==> config.mk <==
export PLATFORM = sky130hd
export DESIGN_NAME = pic_top
export DESIGN_NICKNAME = d
export VERILOG_FILES = /design/src/rtl/pic_pkg.sv /design/src/rtl/pic_top.sv /design/src/rtl/pic_acknowledge_sequencer.sv /design/src/rtl/pic_interrupt_core.sv /design/src/rtl/pic_command_decoder.sv
export VERILOG_INCLUDE_DIRS = /design/src /design/src/rtl
export SDC_FILE = /design/constraint.sdc
export NUM_CORES = 1
export LEC_CHECK = 0
export BUFFER_PORTS_ARGS = -buffer_cell sky130_fd_sc_hd__buf_2
export CAP_MARGIN = 20
export CORE_ASPECT_RATIO = 0.75
export CORE_UTILIZATION = 60
export CTS_BUF_LIST = sky130_fd_sc_hd__clkbuf_8
export DETAILED_ROUTE_END_ITERATION = 10
export GPL_ROUTABILITY_DRIVEN = 0
export PLACE_DENSITY = 0.92
export SYNTH_ARGS = -nofsm -noshare
export SYNTH_HDL_FRONTEND = slang
export SYNTH_SLANG_ARGS = --single-unit
==> constraint.sdc <==
create_clock -name clock -period 1.9 [get_ports clock]
set_input_delay 0.38 -clock clock [delete_from_list [all_inputs] [get_ports clock]]
set_output_delay 0.38 -clock clock [all_outputs]
set_load 0.03 [all_outputs]
==> src/rtl/pic_params.svh <==
`ifndef PIC_PARAMS_SVH
`define PIC_PARAMS_SVH

`default_nettype none

// request levels, level 0 has the highest priority.
`define PIC_LEVELS 8

// width of a level index.
`define PIC_LEVEL_BITS 3

`define PIC_BUS_WIDTH 8 // data bus.

// reported on an acknowledge with nothing eligible.
`define PIC_SPURIOUS_LEVEL 7

`default_nettype wire

`endif
==> src/rtl/pic_pkg.sv <==
`include "pic_params.svh"
`default_nettype none

package pic_pkg;

	typedef enum logic [1:0] {
		INIT_WAIT_ICW2,
		INIT_WAIT_ICW4,
		INIT_READY
	} init_state_e;

	typedef enum logic [1:0] {
		ACK_IDLE,
		ACK_FIRST,
		ACK_SECOND
	} ack_state_e;

	typedef enum logic [1:0] {
		EOI_NONE,
		EOI_NONSPECIFIC,
		EOI_SPECIFIC
	} eoi_op_e;

	typedef struct packed {
		logic write; // one-cycle strobe.
		logic a0;
		logic [`PIC_BUS_WIDTH-1:0] data;
	} bus_write_t;

	typedef struct packed {
		logic ready; // init complete.
		logic level_triggered;
		logic auto_eoi;
		logic [`PIC_BUS_WIDTH-`PIC_LEVEL_BITS-1:0] vector_base;
	} pic_config_t;

	typedef struct packed {
		eoi_op_e op;
		logic [`PIC_LEVEL_BITS-1:0] level; // specific eoi only.
	} eoi_cmd_t;

	typedef struct packed {
		logic valid;
		logic [`PIC_LEVEL_BITS-1:0] level;
	} pending_t;

endpackage

`default_nettype wire

==> src/rtl/pic_top.sv <==
`include "pic_params.svh"
`default_nettype none

module pic_top (
	input logic clock,
	input logic reset,
	input logic inta_n,
	input pic_pkg::bus_write_t bus,
	input logic [`PIC_LEVELS-1:0] interrupt_request,
	output logic interrupt_to_cpu,
	output logic data_out_valid,
	output logic [`PIC_BUS_WIDTH-1:0] data_out
);
	import pic_pkg::*;

	pic_config_t cfg;
	logic [`PIC_LEVELS-1:0] mask;
	eoi_cmd_t eoi;
	logic init_pulse;
	pending_t pending;
	logic take;
	logic done;
	logic [`PIC_LEVEL_BITS-1:0] done_level;

	pic_command_decoder u_decoder (
		.clock(clock),
		.reset(reset),
		.bus(bus),
		.cfg(cfg),
		.mask(mask),
		.eoi(eoi),
		.init_pulse(init_pulse)
	);

	pic_interrupt_core u_core (
		.clock(clock),
		.reset(reset),
		.init_pulse(init_pulse),
		.take(take),
		.done(done),
		.cfg(cfg),
		.mask(mask),
		.eoi(eoi),
		.interrupt_request(interrupt_request),
		.done_level(done_level),
		.pending(pending),
		.interrupt_to_cpu(interrupt_to_cpu)
	);

	pic_acknowledge_sequencer u_sequencer (
		.clock(clock),
		.reset(reset),
		.inta_n(inta_n),
		.cfg(cfg),
		.pending(pending),
		.take(take),
		.done(done),
		.done_level(done_level),
		.data_out(data_out),
		.data_out_valid(data_out_valid)
	);

endmodule

`default_nettype wire

==> src/rtl/pic_acknowledge_sequencer.sv <==
`include "pic_params.svh"
`default_nettype none

module pic_acknowledge_sequencer (
	input logic clock,
	input logic reset,
	input logic inta_n,
	input pic_pkg::pic_config_t cfg,
	input pic_pkg::pending_t pending,
	output logic take,
	output logic done,
	output logic [`PIC_LEVEL_BITS-1:0] done_level,
	output logic [`PIC_BUS_WIDTH-1:0] data_out,
	output logic data_out_valid
);
	import pic_pkg::*;

	ack_state_e state;
	logic inta_sampled;
	logic inta_prev;
	logic inta_fall;
	logic inta_rise;
	logic [`PIC_LEVEL_BITS-1:0] ack_level;

	always_ff @(posedge clock) begin
		if (reset) begin
			inta_sampled <= 1'b1;
			inta_prev <= 1'b1;
		end else begin
			inta_sampled <= inta_n;
			inta_prev <= inta_sampled;
		end
	end

	assign inta_fall = inta_prev & ~inta_sampled;
	assign inta_rise = ~inta_prev & inta_sampled;

	always_ff @(posedge clock) begin
		if (reset) begin
			state <= ACK_IDLE;
			take <= 1'b0;
			done <= 1'b0;
		end else begin
			take <= 1'b0;
			done <= 1'b0;
			case (state)
				ACK_IDLE: begin
					if (inta_fall) begin
						state <= ACK_FIRST;
						take <= 1'b1;
					end
				end
				ACK_FIRST: begin
					if (inta_fall)
						state <= ACK_SECOND;
				end
				ACK_SECOND: begin
					if (inta_rise) begin
						state <= ACK_IDLE;
						done <= 1'b1;
					end
				end
				default: state <= ACK_IDLE;
			endcase
		end
	end

	// same cycle the core moves pending.level into service.
	always_ff @(posedge clock) begin
		if (take)
			ack_level <= pending.valid ? pending.level
				: `PIC_LEVEL_BITS'(`PIC_SPURIOUS_LEVEL);
	end

	assign done_level = ack_level;
	assign data_out_valid = (state == ACK_SECOND);
	assign data_out = data_out_valid ? {cfg.vector_base, ack_level} : '0; // 8086 vector.

endmodule

`default_nettype wire

==> src/rtl/pic_interrupt_core.sv <==
`include "pic_params.svh"
`default_nettype none

module pic_interrupt_core (
	input logic clock,
	input logic reset,
	input logic init_pulse,
	input logic take,
	input logic done,
	input pic_pkg::pic_config_t cfg,
	input logic [`PIC_LEVELS-1:0] mask,
	input pic_pkg::eoi_cmd_t eoi,
	input logic [`PIC_LEVELS-1:0] interrupt_request,
	input logic [`PIC_LEVEL_BITS-1:0] done_level,
	output pic_pkg::pending_t pending,
	output logic interrupt_to_cpu
);
	import pic_pkg::*;

	logic [`PIC_LEVELS-1:0] request_sampled;
	logic [`PIC_LEVELS-1:0] request_prev;
	logic [`PIC_LEVELS-1:0] request_edge;
	logic [`PIC_LEVELS-1:0] request_reg;
	logic [`PIC_LEVELS-1:0] in_service;
	logic [`PIC_LEVELS-1:0] eligible;
	logic [`PIC_LEVELS-1:0] take_bit;
	logic [`PIC_LEVELS-1:0] service_clear;
	logic blocked;

	// fixed priority, lowest index wins.
	function automatic logic [`PIC_LEVEL_BITS-1:0] lowest_set(input logic [`PIC_LEVELS-1:0] bits);
		logic [`PIC_LEVEL_BITS-1:0] index;
		index = '0;
		for (int i = `PIC_LEVELS - 1; i >= 0; i--) begin
			if (bits[i])
				index = `PIC_LEVEL_BITS'(i);
		end
		return index;
	endfunction

	always_ff @(posedge clock) begin
		if (reset) begin
			request_sampled <= '0;
			request_prev <= '0;
		end else begin
			request_sampled <= interrupt_request;
			request_prev <= request_sampled;
		end
	end

	assign request_edge = request_sampled & ~request_prev;

	always_comb begin
		take_bit = '0;
		if (take && pending.valid)
			take_bit[pending.level] = 1'b1;
	end

	always_ff @(posedge clock) begin
		if (reset || init_pulse)
			request_reg <= '0;
		else if (cfg.level_triggered)
			request_reg <= request_sampled & ~take_bit;
		else
			request_reg <= (request_reg | request_edge) & ~take_bit; // held until taken.
	end

	always_comb begin
		service_clear = '0;
		case (eoi.op)
			EOI_NONSPECIFIC: begin
				if (|in_service)
					service_clear[lowest_set(in_service)] = 1'b1;
			end
			EOI_SPECIFIC: service_clear[eoi.level] = 1'b1;
			default: service_clear = '0;
		endcase
		if (done && cfg.auto_eoi)
			service_clear[done_level] = 1'b1;
	end

	always_ff @(posedge clock) begin
		if (reset || init_pulse)
			in_service <= '0;
		else
			in_service <= (in_service & ~service_clear) | take_bit;
	end

	// a level is blocked by any in-service bit at or above its priority.
	always_comb begin
		blocked = 1'b0;
		eligible = '0;
		for (int i = 0; i < `PIC_LEVELS; i++) begin
			blocked = blocked | in_service[i];
			eligible[i] = request_reg[i] & ~mask[i] & ~blocked;
		end
	end

	assign pending.valid = |eligible;
	assign pending.level = lowest_set(eligible);

	always_ff @(posedge clock) begin
		if (reset)
			interrupt_to_cpu <= 1'b0;
		else
			interrupt_to_cpu <= pending.valid & cfg.ready;
	end

endmodule

`default_nettype wire

==> src/rtl/pic_command_decoder.sv <==
`include "pic_params.svh"
`default_nettype none

module pic_command_decoder (
	input logic clock,
	input logic reset,
	input pic_pkg::bus_write_t bus,
	output pic_pkg::pic_config_t cfg,
	output logic [`PIC_LEVELS-1:0] mask,
	output pic_pkg::eoi_cmd_t eoi,
	output logic init_pulse
);
	import pic_pkg::*;

	init_state_e state;
	logic icw4_needed;
	logic level_triggered;
	logic auto_eoi;
	logic [`PIC_BUS_WIDTH-`PIC_LEVEL_BITS-1:0] vector_base;
	logic write_icw1;
	logic write_init_word;
	logic write_ocw1;
	logic write_ocw2;

	assign write_icw1 = bus.write & ~bus.a0 & bus.data[4];
	assign write_init_word = bus.write & bus.a0 & (state != INIT_READY); // icw2 or icw4.
	assign write_ocw1 = bus.write & bus.a0 & (state == INIT_READY);
	assign write_ocw2 = bus.write & ~bus.a0 & ~bus.data[4] & ~bus.data[3]
		& (state == INIT_READY);

	always_ff @(posedge clock) begin
		if (reset) begin
			state <= INIT_WAIT_ICW2;
			icw4_needed <= 1'b0;
			level_triggered <= 1'b0;
			auto_eoi <= 1'b0;
			vector_base <= '0;
		end else if (write_icw1) begin
			state <= INIT_WAIT_ICW2;
			icw4_needed <= bus.data[0];
			level_triggered <= bus.data[3];
			auto_eoi <= 1'b0;
		end else if (write_init_word) begin
			case (state)
				INIT_WAIT_ICW2: begin
					vector_base <= bus.data[`PIC_BUS_WIDTH-1:`PIC_LEVEL_BITS];
					state <= icw4_needed ? INIT_WAIT_ICW4 : INIT_READY;
				end
				INIT_WAIT_ICW4: begin
					auto_eoi <= bus.data[1];
					state <= INIT_READY;
				end
				default: begin
					state <= INIT_READY;
				end
			endcase
		end
	end

	always_ff @(posedge clock) begin
		if (reset || write_icw1)
			mask <= '0;
		else if (write_ocw1)
			mask <= bus.data[`PIC_LEVELS-1:0];
	end

	always_ff @(posedge clock) begin
		if (reset)
			init_pulse <= 1'b0;
		else
			init_pulse <= write_icw1; // clears irr and isr in the core.
	end

	// ocw2 code in bits 7:5, other codes ignored.
	always_ff @(posedge clock) begin
		if (reset) begin
			eoi <= '{op: EOI_NONE, level: '0};
		end else begin
			eoi.op <= EOI_NONE;
			eoi.level <= bus.data[`PIC_LEVEL_BITS-1:0];
			if (write_ocw2) begin
				case (bus.data[7:5])
					3'b001: eoi.op <= EOI_NONSPECIFIC;
					3'b011: eoi.op <= EOI_SPECIFIC;
					default: eoi.op <= EOI_NONE;
				endcase
			end
		end
	end

	assign cfg = '{
		ready: (state == INIT_READY),
		level_triggered: level_triggered,
		auto_eoi: auto_eoi,
		vector_base: vector_base
	};

endmodule

`default_nettype wire

==> results of run 1 <==
stage by stage:
step                instance area (µm²)  hold slack [ps]  cells    util
floorplan                          2878            431.1    315       -
global placement                   3144            441.6    405  0.6917
detailed placement                 3144            447.9    405  0.6917
CTS                                3342            209.2    421  0.7352
global route                       3373            224.7    421  0.7421
finish                             3373            219.8    421  0.7421
how the worst max path moves through the flow:
stage / from / end / slack (ps)
global route: u_core.in_service[0] / u_sequencer.done_level[0] / -60
CTS: u_core.in_service[1] / u_core.in_service[4] / 8
finish: u_core.in_service[0] / u_sequencer.done_level[0] / -10
global placement: u_core.request_reg[4] / u_sequencer.done_level[0] / 90
floorplan: u_core.in_service[0] / u_core.in_service[5] / 190
detailed placement: u_core.in_service[0] / u_sequencer.done_level[0] / -170
placed cells by master (no fill, tap or decap), types with 11 or more instances in the layout:
master / synthesis / layout
nand2_1: 32 / 32
inv_1: 14 / 15
nor2_1: 22 / 22
nor2b_1: 26 / 25
a21oi_1: 19 / 19
clkbuf_8: 0 / 11
dfxtp_1: 63 / 60
buf_4: 0 / 13
buf_2: 0 / 30
power groups by stage:
stage | registers [W] | clock network [W] | logic [W]
finish | 0.00149 | 0.00106 | 0.000327
floorplan | 0.00151 | 0 | 0.000202
global placement | 0.00152 | 0 | 0.000286
CTS | 0.00149 | 0.00107 | 0.000311
detailed placement | 0.00152 | 0 | 0.000303
global route | 0.00150 | 0.00112 | 0.000351
critical path: stages (launching register included):
cell     delay [ps]
dfxtp_1         440
or4_4           230
nor3_4           50
o211a_1         170
o31ai_2         540
o31ai_1         190
per-layer routing:
layer | wire, µm | track usage | vias up
li1 | - | - | 1201
met1 | 2852 | 0.3665 | 1172
met2 | 3153 | 0.4829 | 103
met3 | 702 | 0.1226 | 20
met4 | 136 | 0.1078 | 0
met5 | 0 | 0 | -
layout make-up:
class	count	area, µm²
clock inverter	5	28.78
inverter	14	52.55
fill	331	1172
multi-input combinational	225	1466
clock buffer	11	151.4
timing repair buffer	43	247.7
tap	57	71.32
sequential	66	1355
what timing repair did:
action / in CTS / in global routing
pin swaps: 2 / 2
setup endpoints to repair: 4 / 12
gates resized for setup: 3 / 8
endpoints found under the hold margin: 0 / 0
kinds of logic (layout without fill, tap and decap cells):
kind of cell / after synthesis / after routing / share of synthesized area
adder cells (fa/ha/maj): 2 / 2 / 0.008694
XOR/XNOR: 1 / 1 / 0.003044
AND/OR/NAND/NOR: 150 / 150 / 0.3004
multiplexers: 5 / 5 / 0.01739
AO/OA/AOI/OAI: 67 / 67 / 0.1644
flip-flops: 66 / 66 / 0.4696
buffers and inverters: 24 / 73 / 0.03652
==> results.sh, run 1 <==
export IMPL_peakVddDrop_mv=0.5990
export IMPL_globalRouteTotalUtil=0.2998
export IMPL_slew_violations=0
export IMPL_dr_pass1_iters=4
export IMPL_io_pins=31
export IMPL_cap_viol_max_count=0
export IMPL_power_frac_seq=0.519
export IMPL_finalSetupTns_ps=-22.27
export IMPL_p_clk_frac=0.367
export IMPL_synth_edf_count=3
export IMPL_finalNetCount=382
export IMPL_grt_ovfl_total=0
export IMPL_outcome="finished with violations"
export IMPL_wirelength_um=6843
export IMPL_insertion_delay_ps=340
export IMPL_ys_seq_area_frac=0.4696
export IMPL_yosysWarnings=0
export IMPL_crit_arrival_ps=1970
export IMPL_drive_gt1_frac=0.2418
export IMPL_min_period_ps=1912
export IMPL_grt_max_degree=19
export IMPL_route_detailed_drc=0
export IMPL_area_delta_synth_final_pct=17.22
export IMPL_max_clock_path_buffers=2
export IMPL_grt_pass1_vias=2375
export IMPL_fin_ws_ps=-12.13
export IMPL_power_frac_comb=0.114
export IMPL_p_per_area_mw_per_mm2=851.8
export IMPL_via_count=2496
export IMPL_r2r_slack_ps=-10
export IMPL_synth_common_cells="63 x dfxtp_1, 32 x nand2_1, 26 x nor2b_1, 22 x nor2_1, 19 x a21oi_1"
export IMPL_yosysMostFrequentCell="dfxtp_1"
export IMPL_core_region_area_mm2=0.004546
export IMPL_violations="negative setup slack"
export IMPL_cts_tree="built"
export IMPL_die_y_um=61.98
export IMPL_rows=21
export IMPL_avgViaCountPerCell=5.929
export IMPL_r2r_cells=5
export IMPL_crit_type="register to register"
export IMPL_ctsHoldBuffers=0
export IMPL_hp_class="primary input to register"
export IMPL_p_int_w=0.002132
export IMPL_ys_flop_type="dfxtp_1"
export IMPL_synth_top_area_frac=0.4383
export IMPL_dieArea_mm2=0.005080
export IMPL_cts_root_buf="clkbuf_8"
export IMPL_slew_headroom=0.6048
export IMPL_rsz0062_at_grt="yes"
export IMPL_fp_dieW_um=81.97
export IMPL_hold_viol=0
export IMPL_yosys_top_cells_area="dfxtp_1 44%, nor2b_1 5.7%, nand2_1 4.2%"
export IMPL_p_leak_nw=1.300
export IMPL_antenna_found_initial=0
export IMPL_worstMarginPinSlew_ps=589.3
export IMPL_n_antenna_cell=0
export IMPL_r2r_end="u_sequencer.done_level[0]"
export IMPL_dr_first_iter_drc_count=242
export IMPL_cts_clk_slew_worst_paths_ps=70
export IMPL_setup_worst_path_end_class="register"
export IMPL_syn_area_per_cell_um2=9.136
export IMPL_cp_required_ps=1960
export IMPL_p_sw_frac=0.2582
export IMPL_io_buffer_count=30
export IMPL_period_share=1.006
export IMPL_start_kind="register"
export IMPL_detail_route_wl_per_cell_um=16.25
export IMPL_start_util=0.6331
export IMPL_synthArstFlopShare=0
export IMPL_whs_path_depth=2
export IMPL_p_total_w=0.002873
export IMPL_synth_cells=315
export IMPL_min_from="inta_n"
export IMPL_grt_pass1_wl_um=10900
export IMPL_skew_ps=3.549
export IMPL_cts_setup_buffers=0
export IMPL_cts_buffers=9
export IMPL_min_to="u_sequencer.inta_sampled"
export IMPL_r2r_start="u_core.in_service[0]"
export IMPL_synth_distinct_cells=60
export IMPL_setup_viol=2
export IMPL_cts_htree_levels=3
export IMPL_syn_cell_area_mm2=0.002878
export IMPL_cp_max_fo=7
export IMPL_postRouteAntennaNets=0
export IMPL_dpl_hpwl_um=5071
export IMPL_yosys_area_top_type="dfxtp_1"
export IMPL_syn_nets=338
export IMPL_p_switching_w=0.0007418
export IMPL_place_ws_ps=-165.7
export IMPL_timing_fmax_mhz=523.0
export IMPL_clkSinkCount=66
export IMPL_ys_seq_elements=66
(Power assumes the default switching activity.)
==> inputs of run 2 (changes only) <==
--- a/config.mk
+++ b/config.mk
@@ -13,7 +13,7 @@
 export CTS_BUF_LIST = sky130_fd_sc_hd__clkbuf_8
 export DETAILED_ROUTE_END_ITERATION = 10
 export GPL_ROUTABILITY_DRIVEN = 0
-export PLACE_DENSITY = 0.92
+export PLACE_DENSITY_LB_ADDON = 0.25
 export SYNTH_ARGS = -nofsm -noshare
 export SYNTH_HDL_FRONTEND = slang
 export SYNTH_SLANG_ARGS = --single-unit
==> run 2 against run 1 <==
Net effect: the flow now finishes without violations; worst setup slack gained 34 ps; highest routed layer unchanged; die area is the same; critical endpoint is now u_sequencer.done_level[1]; total power grew 6.1%; maximum frequency increased by 1.8%.
==> results.sh, run 2 (synthesis results as in run 1) <==
export IMPL_outcome="complete, no violations"
export IMPL_route_detailed_drc=0
export IMPL_setup_viol=0
export IMPL_period_share=0.9882
export IMPL_detail_route_wl_per_cell_um=15.80
export IMPL_regArea_mm2=0.001351
export IMPL_hp_class="primary input to register"
export IMPL_layout_commonest_cell="dfxtp_1"
export IMPL_start_util=0.6331
export IMPL_io_pins=31
export IMPL_cts_htree_levels=3
export IMPL_final_cell_area_mm2=0.003388
export IMPL_dieArea_mm2=0.005080
export IMPL_io_buffer_count=30
export IMPL_multiInputGateArea_mm2=0.001440
export IMPL_via_count=2490
export IMPL_grt_pass1_vias=2332
export IMPL_postRouteAntennaNets=0
export IMPL_hold_viol=0
export IMPL_drive_gt1_frac=0.2240
export IMPL_wirelength_um=6685
export IMPL_finalNetCount=384
export IMPL_worstMarginPinSlew_ps=538.3
export IMPL_skew_ps=5.706
export IMPL_avgViaCountPerCell=5.887
export IMPL_p_leak_nw=1.319
export IMPL_slew_headroom=0.6392
export IMPL_post_dp_cell_area_mm2=0.003159
export IMPL_insertion_delay_ps=340
export IMPL_fin_ws_ps=22.36
export IMPL_peakVddDrop_mv=0.7961
export IMPL_p_per_area_mw_per_mm2=899.9
export IMPL_cp_common_cell="nor2_1"
export IMPL_antenna_found_initial=0
export IMPL_cp_max_fo=3
export IMPL_timing_fmax_mhz=532.6
export IMPL_cp_num_buf_inv=0
export IMPL_layout_common_cells="63 x dfxtp_1, 32 x nand2_1, 30 x buf_2"
export IMPL_start_kind="register"
export IMPL_p_clk_frac=0.408
export IMPL_n_antenna_cell=0
export IMPL_cp_required_ps=2000
export IMPL_dr_pass1_iters=5
export IMPL_cts_clk_slew_worst_paths_ps=70
export IMPL_crit_slowest_cell="or3b_2"
export IMPL_clkSinkCount=66
export IMPL_grt_ovfl_total=0
export IMPL_fin_hold_ws_ps=241.7
export IMPL_cts_tree="built"
export IMPL_p_total_w=0.003049
export IMPL_crit_chain="or3b_2, nor2_1, nor2_1, a211oi_1"
export IMPL_slew_violations=0
export IMPL_grt_max_degree=20
export IMPL_min_period_ps=1878
export IMPL_dpl_hpwl_um=5031
export IMPL_rsz0062_at_grt="no"
export IMPL_p_sw_frac=0.2403
export IMPL_max_clock_path_buffers=2
export IMPL_area_delta_synth_final_pct=17.74
export IMPL_die_y_um=61.98
export IMPL_cts_buffers=9
export IMPL_crit_type="register to register"
export IMPL_crit_arrival_ps=1980
export IMPL_core_region_area_mm2=0.004546
export IMPL_rows=21
export IMPL_fillers=338
export IMPL_power_frac_seq=0.489
export IMPL_setup_worst_path_end_class="register"
export IMPL_grt_pass1_wl_um=10710
export IMPL_power_frac_comb=0.102
export IMPL_p_int_w=0.002316
export IMPL_dr_first_iter_drc_count=200
export IMPL_globalRouteTotalUtil=0.2952
export IMPL_max_stage_delay_ps=510
export IMPL_cts_root_buf="clkbuf_8"
export IMPL_critical_path_top_delay_family="simple AND/OR/NAND/NOR gates"
export IMPL_fp_dieW_um=81.97
export IMPL_cap_viol_max_count=0
export IMPL_p_switching_w=0.0007327
export IMPL_place_ws_ps=-29.90
==> run 2: path summary, 6_finish.rpt <==
check                   startpoint                   endpoint  slack [ps]  depth (start not counted)
max          u_core.request_reg[3]  u_sequencer.done_level[1]          20                          4
min           interrupt_request[2]  u_core.request_sampled[2]         240                          2
max reg2reg  u_core.request_reg[3]  u_sequencer.done_level[1]          20                          4
min reg2reg      u_decoder.mask[2]          u_decoder.mask[2]         460                          2
==> run 2: layout make-up <==
class | instances | share of cell area
clock buffer | 9 | 0.03656
clock inverter | 7 | 0.02548
inverter | 14 | 0.01551
multi-input combinational | 225 | 0.4250
sequential | 66 | 0.3988
tap | 57 | 0.02105
timing repair buffer | 45 | 0.07755
==> run 2: power groups by stage <==
stage	logic [W]	registers, W	clock network [W]
after global placement	0.000290	0.00152	0
after global routing	0.000337	0.00150	0.00133
final	0.000312	0.00149	0.00125
after detailed placement	0.000301	0.00152	0
after floorplan	0.000202	0.00151	0
after CTS	0.000305	0.00149	0.00125
==> run 2: metal layers <==
layer	global-route usage	wire length, µm	share of wire
met1	0.3715	2920	0.44
met2	0.4723	2992	0.45
met3	0.1124	634	0.095
met4	0.09524	136	0.020
met5	0	0	0
==> run 2: repair_timing <==
| action | 4_1_cts | 5_1_grt |
|---|---|---|
| pin swaps | 0 | 2 |
| gates cloned | 0 | 0 |
| gates resized for setup | 1 | 3 |
| buffers inserted | 0 | 0 |
| endpoints found under the setup margin | 2 | 10 |
| hold buffers | 0 | 0 |
| hold endpoints to repair | 0 | 0 |
==> run 2: worst register-to-register path: stages, from the launching register on <==
cell and delay (ps):
dfxtp_1 360, or3b_2 510, nor2_1 250, nor2_1 110
a211oi_1 400
==> run 2: through the flow <==
| step | setup TNS (ps) | std cells | utilization |
|---|---|---|---|
| after floorplan | 0 | 315 | - |
| after global placement | 0 | 407 | 0.6950 |
| after detailed placement | -29.90 | 407 | 0.6950 |
| after CTS | 0 | 423 | 0.7424 |
| after global routing | 0 | 423 | 0.7454 |
| final | 0 | 423 | 0.7454 |
